`src/llc_cfg_pkg.sv`:
```
package llc_cfg_pkg;

  // descriptor ID width as seen on the request stream
  localparam int unsigned IdWidth = 4;

  // only the low ID bits pick an ordering counter, so IDs that share them
  // are kept in order against each other as well
  localparam int unsigned UseIdBits = 2;
  localparam int unsigned NoCounters = 2 ** UseIdBits;

  // per-ID outstanding count, all ones means full and stalls intake
  localparam int unsigned MissCntWidth = 2;

  // the write counter tracks every write in the miss path, whatever its ID
  localparam int unsigned MissCntMaxWWidth = 3;

  // miss FIFO sizing
  localparam int unsigned FifoDepth = 8;
  localparam int unsigned FifoPtrWidth = (FifoDepth > 1) ? $clog2(FifoDepth) : 1;

  // cycles a descriptor spends in refill inside the miss unit
  localparam int unsigned MissLatency = 4;

  // refill cycle counter holds values up to MissLatency - 1
  localparam int unsigned RefillCntWidth = (MissLatency > 1) ? $clog2(MissLatency) : 1;

  // address tag carried along with the descriptor, not interpreted here
  localparam int unsigned TagWidth = 8;

endpackage

```
`src/llc_desc_pkg.sv`:
```
package llc_desc_pkg;
  import llc_cfg_pkg::*;

  // operation of a request descriptor
  typedef enum logic {
    OP_READ  = 1'b0,
    OP_WRITE = 1'b1
  } desc_op_e;

  // request descriptor as it travels on the input, hit and miss streams
  // the hit bit is the result of the tag lookup done upstream
  typedef struct packed {
    logic [IdWidth-1:0]  id;
    desc_op_e            op;
    logic                hit;
    logic [TagWidth-1:0] tag;
  } desc_t;

  // one counter event, either entering or leaving the miss path
  typedef struct packed {
    // ID of the descriptor that moves the counter
    logic [IdWidth-1:0] id;
    // 1 for a write, which also moves the write counter
    logic               rw;
    // the event is only applied when this is set
    logic               valid;
  } cnt_t;

  // miss unit states
  typedef enum logic [1:0] {
    MS_IDLE   = 2'd0,
    MS_REFILL = 2'd1,
    MS_DONE   = 2'd2
  } miss_state_e;

endpackage

```
`src/llc_up_down_counter.sv`:
```
`timescale 1ns/1ps

module llc_up_down_counter #(
  parameter int unsigned Width = 2
) (
  input  logic             clk_i,
  input  logic             reset_i,
  input  logic             en_i,
  input  logic             down_i,
  output logic [Width-1:0] q_o,
  output logic             full_o
);

  logic [Width-1:0] cnt_q;

  // full means all ones, the owner of the counter stalls on it so an
  // increment past this value should never be requested
  assign full_o = &cnt_q;
  assign q_o    = cnt_q;

  always_ff @(posedge clk_i) begin
    if (reset_i) begin
      cnt_q <= '0;
    end else if (en_i) begin
      if (down_i) begin
        // never step below zero, a stray decrement leaves the value alone
        if (cnt_q != '0) begin
          cnt_q <= cnt_q - 1'b1;
        end
      end else begin
        // hold at all ones instead of wrapping back to zero
        if (!full_o) begin
          cnt_q <= cnt_q + 1'b1;
        end
      end
    end
  end

endmodule

```
`src/llc_miss_counters.sv`:
```
`timescale 1ns/1ps

module llc_miss_counters
  import llc_cfg_pkg::*;
  import llc_desc_pkg::*;
(
  input  logic clk_i,
  input  logic reset_i,
  // descriptor enters the miss path
  input  cnt_t cnt_up_i,
  // descriptor leaves the miss path
  input  cnt_t cnt_down_i,
  // the offered descriptor has to follow earlier ones through the miss path
  output logic to_miss_o,
  // some counter is at its full value, intake has to wait
  output logic stall_o
);

  // one full flag per ID counter plus the write counter on the top bit
  logic [NoCounters:0]                      full;
  logic [NoCounters-1:0]                    en;
  logic [NoCounters-1:0]                    down;
  logic [NoCounters-1:0][MissCntWidth-1:0]  q_miss;
  logic [MissCntMaxWWidth-1:0]              q_write;
  logic [UseIdBits-1:0]                     up_sel;
  logic [UseIdBits-1:0]                     down_sel;
  logic                                     up_w_evt;
  logic                                     down_w_evt;
  logic                                     en_w;
  logic                                     down_w;

  // only the low ID bits select the counter
  assign up_sel   = cnt_up_i.id[UseIdBits-1:0];
  assign down_sel = cnt_down_i.id[UseIdBits-1:0];

  // per-ID enable and direction
  // an up and a down on the same counter in one cycle leave it unchanged
  always_comb begin : proc_id_ctrl
    for (int unsigned i = 0; i < NoCounters; i++) begin
      en[i]   = 1'b0;
      down[i] = 1'b0;
      if (cnt_up_i.valid && (up_sel == UseIdBits'(i))) begin
        en[i] = 1'b1;
      end
      if (cnt_down_i.valid && (down_sel == UseIdBits'(i))) begin
        // a pending up cancels out with this down
        en[i]   = ~en[i];
        down[i] = 1'b1;
      end
    end
  end

  // the write counter follows the same rule, only writes move it
  assign up_w_evt   = cnt_up_i.valid & cnt_up_i.rw;
  assign down_w_evt = cnt_down_i.valid & cnt_down_i.rw;
  assign en_w       = up_w_evt ^ down_w_evt;
  assign down_w     = down_w_evt;

  // the decision uses the ID and op of the offered descriptor even before
  // it is accepted, valid is not part of it
  // a write has to wait for every earlier write as well
  assign to_miss_o = (|q_miss[up_sel]) | (cnt_up_i.rw & (|q_write));

  assign stall_o = |full;

  for (genvar j = 0; j < NoCounters; j++) begin : gen_id_cnt
    llc_up_down_counter #(
      .Width   ( MissCntWidth )
    ) u_miss_cnt (
      .clk_i   ( clk_i     ),
      .reset_i ( reset_i   ),
      .en_i    ( en[j]     ),
      .down_i  ( down[j]   ),
      .q_o     ( q_miss[j] ),
      .full_o  ( full[j]   )
    );
  end

  llc_up_down_counter #(
    .Width   ( MissCntMaxWWidth )
  ) u_write_cnt (
    .clk_i   ( clk_i            ),
    .reset_i ( reset_i          ),
    .en_i    ( en_w             ),
    .down_i  ( down_w           ),
    .q_o     ( q_write          ),
    .full_o  ( full[NoCounters] )
  );

endmodule

```
`src/llc_dispatch.sv`:
```
`timescale 1ns/1ps

module llc_dispatch
  import llc_desc_pkg::*;
(
  input  logic  clk_i,
  input  logic  reset_i,
  // request stream
  input  desc_t desc_i,
  input  logic  in_valid_i,
  output logic  in_ready_o,
  // ordering status from the counters
  input  logic  to_miss_i,
  input  logic  stall_i,
  output cnt_t  cnt_up_o,
  // miss FIFO write side, its data comes straight from desc_i
  output logic  push_o,
  input  logic  fifo_full_i,
  // hit stream
  output desc_t hit_o,
  output logic  hit_valid_o,
  input  logic  hit_ready_i
);

  logic  miss_path;
  logic  hit_room;
  logic  accept;
  logic  hit_valid_q;
  desc_t hit_q;

  // a descriptor goes to the miss path when the lookup missed or when an
  // earlier descriptor it must stay behind is still there
  assign miss_path = ~desc_i.hit | to_miss_i;

  // the hit register can take a new entry when empty or drained this cycle
  assign hit_room = ~hit_valid_q | hit_ready_i;

  // ready depends on where the offered descriptor is headed
  // a full counter blocks both paths
  assign in_ready_o = ~stall_i & (miss_path ? ~fifo_full_i : hit_room);
  assign accept     = in_valid_i & in_ready_o;

  assign push_o = accept & miss_path;

  // the counters see the offered ID and op all the time so that to_miss
  // can be evaluated, the event itself only counts on a miss-path accept
  assign cnt_up_o.id    = desc_i.id;
  assign cnt_up_o.rw    = (desc_i.op == OP_WRITE);
  assign cnt_up_o.valid = push_o;

  always_ff @(posedge clk_i) begin
    if (reset_i) begin
      hit_valid_q <= 1'b0;
    end else if (accept && !miss_path) begin
      hit_valid_q <= 1'b1;
    end else if (hit_ready_i) begin
      hit_valid_q <= 1'b0;
    end
  end

  // payload register, only loaded on a hit-path accept
  always_ff @(posedge clk_i) begin
    if (accept && !miss_path) begin
      hit_q <= desc_i;
    end
  end

  assign hit_o       = hit_q;
  assign hit_valid_o = hit_valid_q;

endmodule

```
`src/llc_miss_fifo.sv`:
```
`timescale 1ns/1ps

module llc_miss_fifo
  import llc_cfg_pkg::*;
  import llc_desc_pkg::*;
(
  input  logic  clk_i,
  input  logic  reset_i,
  input  logic  push_i,
  input  desc_t data_i,
  input  logic  pop_i,
  output desc_t data_o,
  output logic  full_o,
  output logic  empty_o
);

  desc_t                   mem_q [FifoDepth];
  logic [FifoPtrWidth-1:0] wr_ptr_q;
  logic [FifoPtrWidth-1:0] rd_ptr_q;
  // one bit wider than the pointers so that a full buffer can be told apart
  logic [FifoPtrWidth:0]   count_q;
  logic                    do_push;
  logic                    do_pop;

  assign full_o  = (count_q == (FifoPtrWidth + 1)'(FifoDepth));
  assign empty_o = (count_q == '0);

  // requests that cannot be served are dropped
  assign do_push = push_i & ~full_o;
  assign do_pop  = pop_i & ~empty_o;

  // head entry is visible all the time, the miss unit samples it on pop
  assign data_o = mem_q[rd_ptr_q];

  always_ff @(posedge clk_i) begin
    if (reset_i) begin
      wr_ptr_q <= '0;
      rd_ptr_q <= '0;
      count_q  <= '0;
    end else begin
      if (do_push) begin
        // wrap explicitly, the depth need not be a power of two
        if (wr_ptr_q == FifoPtrWidth'(FifoDepth - 1)) begin
          wr_ptr_q <= '0;
        end else begin
          wr_ptr_q <= wr_ptr_q + 1'b1;
        end
      end
      if (do_pop) begin
        if (rd_ptr_q == FifoPtrWidth'(FifoDepth - 1)) begin
          rd_ptr_q <= '0;
        end else begin
          rd_ptr_q <= rd_ptr_q + 1'b1;
        end
      end
      // simultaneous push and pop keep the fill level
      if (do_push && !do_pop) begin
        count_q <= count_q + 1'b1;
      end else if (do_pop && !do_push) begin
        count_q <= count_q - 1'b1;
      end
    end
  end

  // storage has no reset, the fill count says which entries are valid
  always_ff @(posedge clk_i) begin
    if (do_push) begin
      mem_q[wr_ptr_q] <= data_i;
    end
  end

endmodule

```
`src/llc_miss_unit.sv`:
```
`timescale 1ns/1ps

module llc_miss_unit
  import llc_cfg_pkg::*;
  import llc_desc_pkg::*;
(
  input  logic  clk_i,
  input  logic  reset_i,
  // miss FIFO read side
  input  desc_t fifo_data_i,
  input  logic  fifo_empty_i,
  output logic  pop_o,
  // miss stream
  output desc_t miss_o,
  output logic  miss_valid_o,
  input  logic  miss_ready_i,
  // retire event towards the counters
  output cnt_t  cnt_down_o
);

  miss_state_e               state_q;
  miss_state_e               state_d;
  logic [RefillCntWidth-1:0] refill_q;
  desc_t                     desc_q;
  logic                      out_xfer;

  // one descriptor at a time, only an idle unit takes the next head
  assign pop_o = (state_q == MS_IDLE) & ~fifo_empty_i;

  assign miss_valid_o = (state_q == MS_DONE);
  assign miss_o       = desc_q;
  assign out_xfer     = miss_valid_o & miss_ready_i;

  // the descriptor leaves the miss path on its output transfer
  assign cnt_down_o.id    = desc_q.id;
  assign cnt_down_o.rw    = (desc_q.op == OP_WRITE);
  assign cnt_down_o.valid = out_xfer;

  always_comb begin : proc_next_state
    state_d = state_q;
    unique case (state_q)
      MS_IDLE: begin
        if (pop_o) begin
          state_d = MS_REFILL;
        end
      end
      MS_REFILL: begin
        // refill_q counts the remaining refill cycles down to zero
        if (refill_q == '0) begin
          state_d = MS_DONE;
        end
      end
      MS_DONE: begin
        // stay here as long as the miss output is back-pressured
        if (out_xfer) begin
          state_d = MS_IDLE;
        end
      end
      default: state_d = MS_IDLE;
    endcase
  end

  always_ff @(posedge clk_i) begin
    if (reset_i) begin
      state_q  <= MS_IDLE;
      refill_q <= '0;
    end else begin
      state_q <= state_d;
      if (pop_o) begin
        // MissLatency cycles in MS_REFILL, counting the last one at zero
        refill_q <= RefillCntWidth'(MissLatency - 1);
      end else if ((state_q == MS_REFILL) && (refill_q != '0)) begin
        refill_q <= refill_q - 1'b1;
      end
    end
  end

  // the head is captured on the popping edge and held until retired
  always_ff @(posedge clk_i) begin
    if (pop_o) begin
      desc_q <= fifo_data_i;
    end
  end

endmodule

```
`src/llc_miss_track_top.sv`:
```
`timescale 1ns/1ps

module llc_miss_track_top
  import llc_desc_pkg::*;
(
  input  logic  clk_i,
  input  logic  reset_i,
  // request stream
  input  desc_t desc_i,
  input  logic  in_valid_i,
  output logic  in_ready_o,
  // hit stream
  output desc_t hit_o,
  output logic  hit_valid_o,
  input  logic  hit_ready_i,
  // miss stream
  output desc_t miss_o,
  output logic  miss_valid_o,
  input  logic  miss_ready_i
);

  cnt_t  cnt_up;
  cnt_t  cnt_down;
  logic  to_miss;
  logic  stall;
  logic  push;
  logic  pop;
  logic  fifo_full;
  logic  fifo_empty;
  desc_t fifo_data;

  llc_dispatch u_dispatch (
    .clk_i       ( clk_i       ),
    .reset_i     ( reset_i     ),
    .desc_i      ( desc_i      ),
    .in_valid_i  ( in_valid_i  ),
    .in_ready_o  ( in_ready_o  ),
    .to_miss_i   ( to_miss     ),
    .stall_i     ( stall       ),
    .cnt_up_o    ( cnt_up      ),
    .push_o      ( push        ),
    .fifo_full_i ( fifo_full   ),
    .hit_o       ( hit_o       ),
    .hit_valid_o ( hit_valid_o ),
    .hit_ready_i ( hit_ready_i )
  );

  // counters see entries from the dispatcher and retirements from the miss unit
  llc_miss_counters u_miss_counters (
    .clk_i      ( clk_i    ),
    .reset_i    ( reset_i  ),
    .cnt_up_i   ( cnt_up   ),
    .cnt_down_i ( cnt_down ),
    .to_miss_o  ( to_miss  ),
    .stall_o    ( stall    )
  );

  // the FIFO is written with the offered descriptor itself
  llc_miss_fifo u_miss_fifo (
    .clk_i   ( clk_i      ),
    .reset_i ( reset_i    ),
    .push_i  ( push       ),
    .data_i  ( desc_i     ),
    .pop_i   ( pop        ),
    .data_o  ( fifo_data  ),
    .full_o  ( fifo_full  ),
    .empty_o ( fifo_empty )
  );

  llc_miss_unit u_miss_unit (
    .clk_i        ( clk_i        ),
    .reset_i      ( reset_i      ),
    .fifo_data_i  ( fifo_data    ),
    .fifo_empty_i ( fifo_empty   ),
    .pop_o        ( pop          ),
    .miss_o       ( miss_o       ),
    .miss_valid_o ( miss_valid_o ),
    .miss_ready_i ( miss_ready_i ),
    .cnt_down_o   ( cnt_down     )
  );

endmodule

```
`config.mk`:
```
export PLATFORM = sky130hd
export DESIGN_NAME = llc_miss_track_top
export DESIGN_NICKNAME = d
export VERILOG_FILES = /design/src/llc_cfg_pkg.sv /design/src/llc_desc_pkg.sv /design/src/llc_up_down_counter.sv /design/src/llc_miss_counters.sv /design/src/llc_dispatch.sv /design/src/llc_miss_fifo.sv /design/src/llc_miss_unit.sv /design/src/llc_miss_track_top.sv
export SDC_FILE = /design/constraint.sdc
export NUM_CORES = 1
export LEC_CHECK = 0
export BUFFER_PORTS_ARGS = -buffer_cell sky130_fd_sc_hd__buf_2
export CAP_MARGIN = 10
export CORE_MARGIN = 2
export CORE_UTILIZATION = 48
export DETAILED_ROUTE_END_ITERATION = 16
export GPL_TIMING_DRIVEN = 1
export PLACE_DENSITY_LB_ADDON = 0.25
export SYNTH_ARGS = -nofsm -noshare
export SYNTH_HDL_FRONTEND = slang
export SYNTH_SLANG_ARGS = --single-unit
```
`constraint.sdc`:
```
create_clock -name clk_i -period 12.5 [get_ports clk_i]
set_input_delay 3.125 -clock clk_i [delete_from_list [all_inputs] [get_ports clk_i]]
set_output_delay 3.125 -clock clk_i [all_outputs]
set_load 0.03 [all_outputs]
```
* Yosys cells after proc, flatten, opt, wreduce, memory -nomap -nowiden
Memories as Yosys holds them, arrays and structs flattened. A register that Yosys moved wholly into a read port is not among the register bits.
Cells that the tools add are included.
** Operators by class
- Reductions and logical operators :: 43
- Mux-type cells :: 44
- Bitwise operators :: 23
- Equal/unequal tests :: 24
- Magnitude comparators :: 1
- Add/subtract/negate cells :: 15
** Operator list (number)
- $mux W2 :: 18
- $reduce_and A3 Y1 :: 7
- $mux W1 :: 17
- $reduce_bool A2 Y1 :: 8
- $mux W3 :: 5
- $ne A2 B2 Y1 const B :: 7
- $logic_and A1 B1 Y1 :: 12
- $ne A2 B1 Y1 const B :: 6
- $and A1 B1 Y1 :: 10
- $eq A2 B2 Y1 const B :: 5
- $sub A2 B1 Y2 const B :: 5
- $add A3 B1 Y3 const B :: 3
- $not A1 Y1 :: 9
- $add A2 B1 Y2 const B :: 4
- $logic_not A2 Y1 :: 4
- $mux W4 :: 2
- $reduce_and A2 Y1 :: 4
- $eq A2 B1 Y1 const B :: 3
- $eq A3 B3 Y1 const B :: 2
- $pmux W2 S3 :: 1
- $reduce_or A5 Y1 :: 1
- $add A4 B1 Y4 const B :: 1
- $bmux W2 S2 :: 1
- $eq A4 B4 Y1 const B :: 1
- 10 further kinds :: 14
** Word-level totals
- Bits in writable memories :: 112
- Register bits after elaboration :: 40
- Input port bits :: 19
- Logic and storage cells :: 166
- Output and inout port bits :: 31
- Memories kept :: 1
** Memories
- u_miss_fifo.mem_q :: words 8, width 14, rd ports 1, clocked after memory_dff 1, write ports 1, RTL line llc_miss_fifo.sv:17 : desc_t mem_q [FifoDepth];

* Logic depth before layout (Yosys ltp)
Gate-level depths: netlist of run 1.
- Depth in word-level cells :: 14
- Gate-level depth with buffers :: 13
- Depth with buffers taken out :: 12

* Hierarchy
From an unflattened synthesis of run 1, not the netlist that was laid out.
** Second synthesis, totals
- Cell total of the unflattened synthesis :: 428
- Area total of the unflattened synthesis :: 7093.1 um2
** By module, submodules not included
- llc_miss_fifo :: sequential area each 3623.5 um2, instances 1, cells each 237, area each 4977.3 um2
- llc_miss_unit :: sequential area each 500.5 um2, instances 1, cells each 43, area each 681.9 um2
- llc_dispatch :: sequential area each 440.4 um2, instances 1, cells each 30, area each 564.3 um2
- llc_up_down_counter (u_miss_counters.gen_id_cnt[0].u_miss_cnt ...) :: sequential area each 40.0 um2, instances 4, cells each 14, area each 105.1 um2
- llc_up_down_counter (u_miss_counters.u_write_cnt) :: sequential area each 60.1 um2, instances 1, cells each 33, area each 257.7 um2
- llc_miss_counters :: sequential area each 0.0 um2, instances 1, cells each 29, area each 191.4 um2

* Least setup slack after synthesis of run 1
Ideal clock, no wire load.
- Path type :: in2out
- Start point :: input desc_i[10] (netlist bit)
- End point :: output in_ready_o
- Path slack :: 4.884 ns
- Stages :: 4
- Arrival :: 4.491 ns
- Required time :: 9.375 ns
- Buffers on the path :: 0
- Cells stage by stage :: o21bai_1 -> a221oi_2 -> o21ai_0 -> a21boi_0
** On the way
- Cells in the longest elaborated chain, start to end :: 7
** Ends and longest elaborated chain
- start, declared :: RTL line llc_miss_track_top.sv:9 : input desc_t desc_i,
- $bmux W2 S2 :: RTL line llc_miss_counters.sv:62 : assign to_miss_o = (|q_miss[up_sel]) | (cnt_up_i.rw & (|q_write));
- $mux W2 (implied by the code) :: RTL line llc_miss_counters.sv:62
- $reduce_or A2 Y1 :: RTL line llc_miss_counters.sv:62
- $or A1 B1 Y1 :: RTL line llc_miss_counters.sv:62
- $or A1 B1 Y1 :: RTL line llc_dispatch.sv:33 : assign miss_path = ~desc_i.hit | to_miss_i;
- $mux W1 :: RTL line llc_dispatch.sv:40 : assign in_ready_o = ~stall_i & (miss_path ? ~fifo_full_i : hit_room);
- $and A1 B1 Y1 :: RTL line llc_dispatch.sv:40
- end, declared :: RTL line llc_miss_track_top.sv:11 : output logic in_ready_o,
Every way passes these cells. The select of a mux whose other input is x is not followed.

* Worst setup path in the final report of run 1
Same ends and word-level chain as after synthesis.

==> results by group, run 1 <==
Status
  • Outcome: completed

Power
  • LEAKAGE: 2.64 nW
  • Reg power frac: 44.6%
  • Net Sw Frac: 28.8%
  • Pwr per Cell Area: 209 nW/um^2
  • Cell Int Power: 0.00115 W
  • Total power draw: 0.00162 W
  • Clock Power Share: 32.0%
  • Worst vdd rail ir drop: 0.0994 mV
  • Gate power share: 23.4%
  • Switching Power: 0.000466 W

Synth
  • Average cell area after synthesis: 16.9 sq um
  • Post-Synthesis Cells: 395
  • Post-synth cell types: 51
  • Synth Area in Compound Gates: 4.02%
  • Number of synthesized flops with an enable pin: 140
  • Yosys warning count: 0
  • Top FF cell, synth: edfxtp_1
  • Simple-Gate Fraction of Synth Area: 7.89%
  • Fraction of the yosys area taken by sequential cells: 71.0%
  • Post-synthesis xor/xnor area fraction: 0.789%
  • Syn Std Cell Area: 6660 sq um
  • Post-synthesis adder-cell area fraction: 2.10%
  • Multiplexer share of the synthesized area: 12.6%
  • Post-synthesis register bit count: 166
  • FFs w/ async S/R, synth: 0%
  • Syn nets: 424
  • Largest family of logic cells by synthesized area: multiplexers

GRT
  • Largest net degree at the start of global routing: 37
  • Antenna violations before repair: 0
  • Vias in the first global route: 3469
  • GRT Overall Usage: 18.1%
  • GRT overflow: 0
  • Global-route wire length before repair: 19400 um

Die
  • CORE AREA: 13700 sq um
  • Die ar.: 14800 sq um
  • # IOs: 50
  • Die W: 122 um
  • Chip Height: 122 um
  • Initial Util: 48.5%
  • FP Rows: 43

Final layout
  • Layout cells sized above 1: 30.1%
  • Fillers: 1063
  • Finished Layout Cells: 648
  • Nets: 484
  • Final instance area: 7760 sq um
  • Layout area overhead: 16.6%
  • Antenna Cells: 0

Hold path
  • Hold path cells: 2
  • Worst min path class: flop to flop
  • Worst hold endpoint: u_miss_counters.gen_id_cnt[3].u_miss_cnt.q_o[1]
  • Min-delay src: u_miss_counters.gen_id_cnt[3].u_miss_cnt.q_o[1]

Clock tree
  • Root Driver: clkbuf_16
  • Cts repair resizes: 0
  • CTS tree: built
  • Post-CTS Setup Bufs: 0
  • Total CTS buffers: 17
  • # hold bufs at CTS: 0
  • Clk Latency, worst-skew pair: 420 ps
  • CTS Sinks: 166
  • H-tree levels: 4
  • CTS clk-pin slew, worst paths: 60 ps
  • Clock Path Buffers: 2

Timing
  • Fin crit period: 7600 ps
  • Setup Skew: 5.97 ps
  • Max Fclk: 132 MHz
  • RSZ-0062 raised after global routing: false
  • Final TNS setup: 0 ps
  • Fin. Hold Viols: 0
  • Slew margin rel.: 35.0%
  • Tcrit/Tclk final: 60.8%
  • Slew Limit Fails: 0
  • Setup violators final: 0
  • Final worst slack: 4900 ps
  • Worst-Margin Slew: 974 ps

Worst setup path
  • Worst setup SP type: input port
  • CP arrival: 4470 ps
  • Crit path capture type: primary output
  • Worst Reg-to-Reg Cells: 12
  • Critical path class: input port to primary output
  • R2R Setup Slk: 8960 ps
  • R2R Path Start: u_miss_counters.u_write_cnt.q_o[0]
  • Required @ worst endpoint: 9380 ps
  • Crit-path max FO: 17
  • Worst R2R End: u_miss_fifo.count_q[3]

Placement
  • Final Wtd Congestion: 0.794
  • Placed Area: 7170 sq um
  • DP Wirelength: 7380 um
  • Port bufs: 49
  • Dpl cells: 616
  • Dpl ws: 4910 ps

Detailed routing
  • DRT antenna net count: 0
  • DRT iter0 DRCs: 343
  • Via/cell ratio: 5.52
  • Post-route DRC: 0
  • Total iterations of the first detailed-routing run: 5
  • Vias: 3574
  • Routed wire length per instance: 19.0 um
  • DRT Wirelength: 12300 um

Job
  • Maxcap violations: 0
registers in the layout, indices dropped and copies added (netlist names):
| signal | count |
|---|---|
| u_miss_unit.miss_o | 9 |
| u_miss_fifo.rd_ptr_q | 3 |
| u_miss_fifo.mem_q | 112 |
| u_miss_counters.gen_id_cnt.u_miss_cnt.q_o | 8 |
| u_miss_fifo.count_q | 4 |
| u_dispatch.hit_o | 14 |
| u_miss_unit.refill_q | 2 |
| u_miss_fifo.wr_ptr_q | 3 |
| u_miss_counters.u_write_cnt.q_o | 3 |
| u_dispatch.hit_valid_o | 1 |
| u_miss_unit.state_q | 2 |
| u_miss_unit.cnt_down_o | 5 |
critical path, stage by stage:
cell,delay (ps)
buf_2,190
o21bai_1,200
a221oi_2,420
o21ai_0,140
a21boi_0,180
buf_2,220
cell usage in the layout (no fill, tap or decap), types with 4 or more instances in the layout:
cell	Yosys	layout
inv_1	14	14
nor3b_1	6	4
mux4_2	28	28
clkbuf_16	0	17
nand4_1	4	4
nor3_1	15	13
nor2_1	24	23
nand2_1	19	19
buf_4	0	6
ha_1	8	8
a21oi_1	18	18
mux2_2	14	14
o21ai_0	8	8
nand2b_1	4	4
dfxtp_1	26	24
buf_2	3	49
mux2i_1	5	5
xnor2_1	4	4
edfxtp_1	140	140
clkinv_2	0	4
cell usage after synthesis (4+ instances only):
master    number  area [sq um]
inv_1         14          52.6
ha_1           8           100
nor4b_1        4          35.0
clkbuf_1       8          30.0
o21ai_0        8          40.0
xnor2_1        4          35.0
nand2b_1       4          25.0
nand2_1       19          71.3
mux4_2        28           631
nand4_1        4          25.0
mux2_2        14           158
nor3_1        15          75.1
a21oi_1       18          90.1
mux2i_1        5          50.1
dfxtp_1       26           521
nor3b_1        6          45.0
nor2_1        24          90.1
edfxtp_1     140          4200
metal layers:
layer  vias up  part of all wire [%]  track usage (%)
met5         -                     0                0
met4         0                  0.90             6.03
met3        10                   3.9             5.20
met2        85                    50             27.5
met1      1806                    45             25.4
li1       1673                     -                -
worst max path at each step:
stage	start	end	slack [ps]	depth (start not counted)
floorplan	desc_i[10]	in_ready_o	4880	4
global placement	desc_i[10]	in_ready_o	4960	6
detailed placement	desc_i[10]	in_ready_o	4910	6
CTS	desc_i[10]	in_ready_o	4900	6
global route	desc_i[10]	in_ready_o	4780	6
finish	desc_i[10]	in_ready_o	4900	6
cell families (layout without fill, tap and decap cells):
family,count (synthesis),in the layout
AOI/OAI and AO/OA,41,41
xor gates and xnor gates,6,6
adders and majority gates,10,10
buffers and inverters,28,101
DFF,166,166
muxes,47,47
and+or+nand+nor,97,97
metrics by stage:
step	utilization, %	hold slack, ps
final	56.6	501
after floorplan	-	463
after CTS	56.6	497
after global placement	52.3	479
after global routing	56.6	553
after detailed placement	52.3	488
layout make-up:
type | instances | area, sq um | area share, %
Multi-Input combinational cell | 201 | 1880 | 24.2
Clock inverter | 12 | 153 | 1.97
Timing Repair Buffer | 55 | 290 | 3.74
Inverter | 14 | 52.6 | 0.677
Clock buffer | 20 | 437 | 5.63
Tap cell | 180 | 225 | 2.90
Sequential cell | 166 | 4730 | 60.9
power groups by stage:
stage                     combinational, W  sequential [W]  clock (W)
after floorplan                   0.000249        0.000764          0
after global placement            0.000375        0.000732          0
after detailed placement          0.000382        0.000733          0
after CTS                         0.000385        0.000723   0.000529
after global routing              0.000416        0.000729   0.000552
final                             0.000378        0.000722   0.000519
Power figures use the tool's default switching activity.
==> run 2, diff against run 1 <==
clock period = 7.35 ns   (was 12.5 ns; I/O delays follow)
==> run 2 against run 1 <==
Critical path depth unchanged. Count of clock-buffer cells in the layout decreased by 2. Clock skew up 0.96 ps. Combinational power is 64% higher.
==> results by group, run 2 (synthesis gave the netlist of run 1 again) <==
Power
  • Reg power frac: 46.3% (+1.7 points)
  • Cell Int Power: 0.00189 W (+64%)
  • LEAKAGE: 2.64 nW (about the same)
  • Worst vdd rail ir drop: 0.176 mV (+77%)
  • Pwr per Cell Area: 348 nW/um^2 (+67%)
  • Switching Power: 0.000798 W (+71%)
  • Gate power share: 23.0% (-0.4 points)
  • Net Sw Frac: 29.7% (+0.89 points)
  • Clock Power Share: 30.7% (-1.3 points)

Clock tree
  • Clk Latency, worst-skew pair: 420 ps (about the same)
  • Clock Path Buffers: 2 (unchanged)
  • H-tree levels: 4 (unchanged)
  • Total CTS buffers: 17 (unchanged)
  • Root Driver: clkbuf_16
  • # hold bufs at CTS: 0 (unchanged)
  • CTS Sinks: 166 (unchanged)
  • Post-CTS Setup Bufs: 0 (unchanged)
  • CTS tree: built
  • Cts repair resizes: 0 (unchanged)
  • CTS clk-pin slew, worst paths: 60 ps (about the same)

GRT
  • Met2 usage: 27.9% (+0.35 points)
  • GRT overflow: 0 (unchanged)
  • Largest net degree at the start of global routing: 37 (unchanged)
  • Vias in the first global route: 3475 (+0.17%)
  • GR Util met1: 23.9% (-1.5 points)
  • Met3 usage: 4.07% (-1.1 points)
  • GRT Overall Usage: 17.7% (-0.40 points)
  • Antenna violations before repair: 0 (unchanged)
  • Most Used Layer, Global Route: met2
  • Global-route wire length before repair: 19000 um (-2.0%)

Job
  • Maxcap violations: 0 (unchanged)

Die
  • Initial Util: 48.5% (unchanged)
  • Die W: 122 um (unchanged)
  • Chip Height: 122 um (unchanged)
  • CORE AREA: 13700 sq um (unchanged)
  • FP Rows: 43 (unchanged)
  • # IOs: 50 (unchanged)
  • Die ar.: 14800 sq um (unchanged)

Worst setup path
  • Crit path capture type: primary output
  • Required @ worst endpoint: 5510 ps (-3870 ps)
  • Critical path class: input port to primary output
  • CP arrival: 3220 ps (-1250 ps)
  • Crit-path max FO: 17 (unchanged)
  • Worst setup SP type: input port
  • R2R Setup Slk: 3890 ps (-5070 ps)

Timing
  • Slew margin rel.: 27.5% (-7.5 points)
  • RSZ-0062 raised after global routing: false
  • Setup violators final: 0 (unchanged)
  • Slew Limit Fails: 0 (unchanged)
  • Fin. Hold Viols: 0 (unchanged)
  • Final TNS setup: 0 ps (unchanged)
  • WHS: 501 ps (+0.116 ps)
  • Fin crit period: 5060 ps
  • Tcrit/Tclk final: 68.8%
  • Max Fclk: 198 MHz
  • Setup Skew: 6.93 ps (+0.960 ps)
  • Worst-Margin Slew: 1090 ps (+114 ps)

Status
  • Outcome: completed

Detailed routing
  • Routed wire length per instance: 18.8 um (-0.70%)
  • DRT iter0 DRCs: 261 (-24%)
  • Vias: 3598 (+0.67%)
  • Via/cell ratio: 5.53 (+0.21%)
  • DRT Wirelength: 12300 um (-0.24%)
  • DRT antenna net count: 0 (unchanged)
  • Post-route DRC: 0 (unchanged)
  • Total iterations of the first detailed-routing run: 5 (unchanged)

Final layout
  • Commonest non-fill, non-tap cell in the layout: edfxtp_1
  • Max reg flops: 112 (unchanged)
  • Most flops, register: u_miss_fifo.mem_q
  • Layout cells sized above 1: 30.1% (about the same)
  • Final instance area: 7730 sq um (-0.35%)
  • Nets: 487 (+0.62%)
  • Antenna Cells: 0 (unchanged)
  • Commonest non-fill, non-tap cells in the layout: edfxtp_1, buf_2, mux4_2
  • Layout area overhead: 16.2%

Placement
  • Placed Area: 7180 sq um (about the same)
  • DP Wirelength: 7310 um (-0.89%)
  • Port bufs: 49 (unchanged)
  • Final Wtd Congestion: 0.843 (+6.2%)

Hold path
  • Worst min path class: flop to flop
## run 2: changes by cell type in the layout (fill, tap and decap cells not counted), sizes merged
cell      delta
bufinv       -2
clkinvlp     +1
buf          +3
inv          +2
clkinv       +1
clkbuf       -2
## run 2: final timing paths
path                                                                       from                                         endpoint  cells after the start
worst max-delay path                                                 desc_i[10]                                       in_ready_o                      6
worst min-delay path            u_miss_counters.gen_id_cnt[3].u_miss_cnt.q_o[1]  u_miss_counters.gen_id_cnt[3].u_miss_cnt.q_o[1]                      2
worst max register to register               u_miss_counters.u_write_cnt.q_o[0]                           u_miss_fifo.count_q[3]                     12
worst min register to register  u_miss_counters.gen_id_cnt[3].u_miss_cnt.q_o[1]  u_miss_counters.gen_id_cnt[3].u_miss_cnt.q_o[1]                      2
## run 2: per-layer routing
layer  part of all wire [%]  vias to the layer above
li1                       -                     1681
met1                     46                     1800
met2                     50                      100
met3                    3.2                       17
met4                    1.7                        0
met5                      0                        -
## run 2: cell type report
type | count | area, sq um
repair buffers | 58 | 313
clock inverters | 14 | 126
fillers | 1077 | 5980
inverters | 14 | 52.6
well taps | 180 | 225
multi-input cells | 201 | 1860
clock buffers | 18 | 429
flip-flops and latches | 166 | 4730
## run 2: critical path, stage by stage
cell      delay [ps]
buf_2            200
o21bai_1         200
a221oi_2         420
o21ai_0          150
a21boi_0         190
buf_2            220
## run 2: metrics by stage
stage	cells	power (W)	setup slack [ps]	utilization, %
6_report	651	0.00269	2290	56.4
5_1_grt	651	0.00282	2090	56.4
4_1_cts	651	0.00273	2290	56.4
3_5_place_dp	619	0.00190	2290	52.3
3_3_place_gp	619	0.00188	2360	52.3
2_1_floorplan	395	0.00172	2310	-
## run 2: power groups by stage
stage	combinational (W)	sequential [W]	clock (W)
final	0.000619	0.00125	0.000826
after global routing	0.000674	0.00127	0.000883
after CTS	0.000630	0.00125	0.000847
after detailed placement	0.000627	0.00127	0
after global placement	0.000615	0.00127	0
after floorplan	0.000424	0.00130	0
==> run 3, diff against run 2 <==
clock period = 4.1 ns   (was 7.35 ns; I/O delays follow)
==> run 3 against run 2 <==
Power increased by 76%. Clock skew rose by 6.3 ps. Critical endpoint unchanged. Design area fell by 0.45%. Sequential power up 82%. Critical path type unchanged.
==> results by group, run 3 (synthesis gave the netlist of run 1 again) <==
Status
  • Outcome: completed

Clock tree
  • H-tree levels: 4 (unchanged)
  • CTS clk-pin slew, worst paths: 60 ps (about the same)
  • Clock Path Buffers: 2 (unchanged)
  • Post-CTS Setup Bufs: 0 (unchanged)
  • # hold bufs at CTS: 0 (unchanged)
  • Cts repair resizes: 0 (unchanged)
  • Total CTS buffers: 17 (unchanged)
  • Root Driver: clkbuf_16
  • Clk Latency, worst-skew pair: 420 ps (about the same)
  • CTS Sinks: 166 (unchanged)
  • CTS tree: built

Power
  • Switching Power: 0.00142 W (+78%)
  • Reg power frac: 48.0% (+1.7 points)
  • Clock Power Share: 29.5% (-1.2 points)
  • Gate power share: 22.5% (-0.5 points)
  • Net Sw Frac: 30.0% (+0.38 points)
  • Pwr per Cell Area: 616 nW/um^2 (+77%)
  • Cell Int Power: 0.00332 W (+75%)
  • Worst vdd rail ir drop: 0.293 mV (+66%)
  • Total power draw: 0.00474 W (+76%)
  • LEAKAGE: 2.62 nW (-0.51%)

GRT
  • Vias in the first global route: 3530 (+1.6%)
  • GRT overflow: 0 (unchanged)
  • Largest net degree at the start of global routing: 37 (unchanged)
  • GRT Overall Usage: 17.8% (+0.11 points)
  • Antenna violations before repair: 0 (unchanged)
  • Global-route wire length before repair: 19100 um (+0.62%)

Worst setup path
  • Most used cell along the critical path: buf_2
  • Crit-path max FO: 17 (unchanged)
  • Crit path cell chain: buf_2 -> o21bai_1 -> a221oi_2 -> o21ai_0 -> a21boi_0 -> buf_2
  • Slowest stage cell, crit path: a221oi_2
  • CP arrival: 2370 ps (-850 ps)
  • Critical path class: input port to primary output
  • Required @ worst endpoint: 3070 ps (-2440 ps)
  • Crit path capture type: primary output
  • Crit path largest cell delay: 400 ps (-20 ps)
  • Worst setup SP type: input port

Final layout
  • Antenna Cells: 0 (unchanged)
  • Layout cells sized above 1: 30.4% (+0.28 points)
  • Layout area overhead: 15.7%
  • Nets: 488 (+0.21%)
  • Commonest non-fill, non-tap cells in the layout: edfxtp_1, buf_2, mux4_2
  • Most flops, register: u_miss_fifo.mem_q
  • Max reg flops: 112 (unchanged)
  • Final instance area: 7700 sq um (-0.45%)
  • Fillers: 1081 (+0.37%)
  • Commonest non-fill, non-tap cell in the layout: edfxtp_1

Die
  • FP Rows: 43 (unchanged)
  • Chip Height: 122 um (unchanged)
  • Die ar.: 14800 sq um (unchanged)
  • CORE AREA: 13700 sq um (unchanged)
  • Initial Util: 48.5% (unchanged)
  • # IOs: 50 (unchanged)
  • Die W: 122 um (unchanged)

Detailed routing
  • Routed wire length per instance: 18.7 um (-0.74%)
  • DRT Wirelength: 12200 um (-0.89%)
  • DRT iter0 DRCs: 343 (+31%)
  • DRT antenna net count: 0 (unchanged)
  • Vias: 3603 (+0.14%)
  • Total iterations of the first detailed-routing run: 4 (-1)
  • Post-route DRC: 0 (unchanged)
  • Via/cell ratio: 5.54 (+0.29%)

Timing
  • Tcrit/Tclk final: 82.7%
  • Fin crit period: 3390 ps
  • Max Fclk: 295 MHz
  • Slew margin rel.: 29.3% (+1.8 points)
  • Worst-Margin Slew: 1060 ps (-27.2 ps)
  • Setup violators final: 0 (unchanged)
  • RSZ-0062 raised after global routing: false
  • Slew Limit Fails: 0 (unchanged)
  • Setup Skew: 13.2 ps (+6.27 ps)
  • Final TNS setup: 0 ps (unchanged)
  • Fin. Hold Viols: 0 (unchanged)

Placement
  • Port bufs: 49 (unchanged)
  • Placed Area: 7190 sq um (+0.12%)
  • DP Wirelength: 7280 um (-0.41%)
  • Final Wtd Congestion: 0.774 (-8.1%)

Hold path
  • Worst min path class: flop to flop

Job
  • Maxcap violations: 0 (unchanged)
[run 3: through the flow]
stage | hold slack [ps] | utilization, % | setup WS (ps) | std cells
5_1_grt | 540 | 56.1 | 511 | 650
3_3_place_gp | 480 | 52.4 | 562 | 620
2_1_floorplan | 463 | - | 128 | 395
4_1_cts | 515 | 56.1 | 696 | 650
6_report | 522 | 56.1 | 708 | 650
3_5_place_dp | 503 | 52.4 | 451 | 620
[run 3: cell type report]
class / instances / area (sq um) / area share, %
Timing Repair Buffer: 59 / 320 / 4.16
Clock inverter: 13 / 86.3 / 1.12
Inverter: 14 / 52.6 / 0.682
Multi-Input combinational cell: 201 / 1860 / 24.2
Sequential cell: 166 / 4730 / 61.4
Tap cell: 180 / 225 / 2.92
Clock buffer: 17 / 425 / 5.52
[run 3: metal layers]
layer | GRT usage (%) | part of all wire, % | up-vias
met5 | 0 | 0 | -
met4 | 7.54 | 1.2 | 0
met3 | 4.21 | 4.4 | 11
met2 | 27.7 | 50 | 71
met1 | 24.3 | 44 | 1840
li1 | - | - | 1681
[run 3: worst paths after layout]
path | cells after the start | startpoint | slack, ps | to
worst max-delay path | 6 | desc_i[10] | 710 | in_ready_o
worst min-delay path | 2 | u_miss_counters.gen_id_cnt[3].u_miss_cnt.q_o[1] | 520 | u_miss_counters.gen_id_cnt[3].u_miss_cnt.q_o[1]
worst max register to register | 9 | u_miss_fifo.count_q[0] | 1270 | u_miss_fifo.count_q[3]
worst min register to register | 2 | u_miss_counters.gen_id_cnt[3].u_miss_cnt.q_o[1] | 520 | u_miss_counters.gen_id_cnt[3].u_miss_cnt.q_o[1]
[run 3: critical path: cells and delay by family]
family	cells	cell delay (ps)
AOI/OAI and AO/OA	4	930
buffers and inverters	2	410
[run 3: power by group through the flow]
stage | combinational (W) | clock (W) | sequential [W]
after floorplan | 0.000760 | 0 | 0.00233
after global placement | 0.00105 | 0 | 0.00233
after detailed placement | 0.00107 | 0 | 0.00232
after CTS | 0.00108 | 0.00142 | 0.00229
after global routing | 0.00115 | 0.00149 | 0.00232
final | 0.00107 | 0.00140 | 0.00228
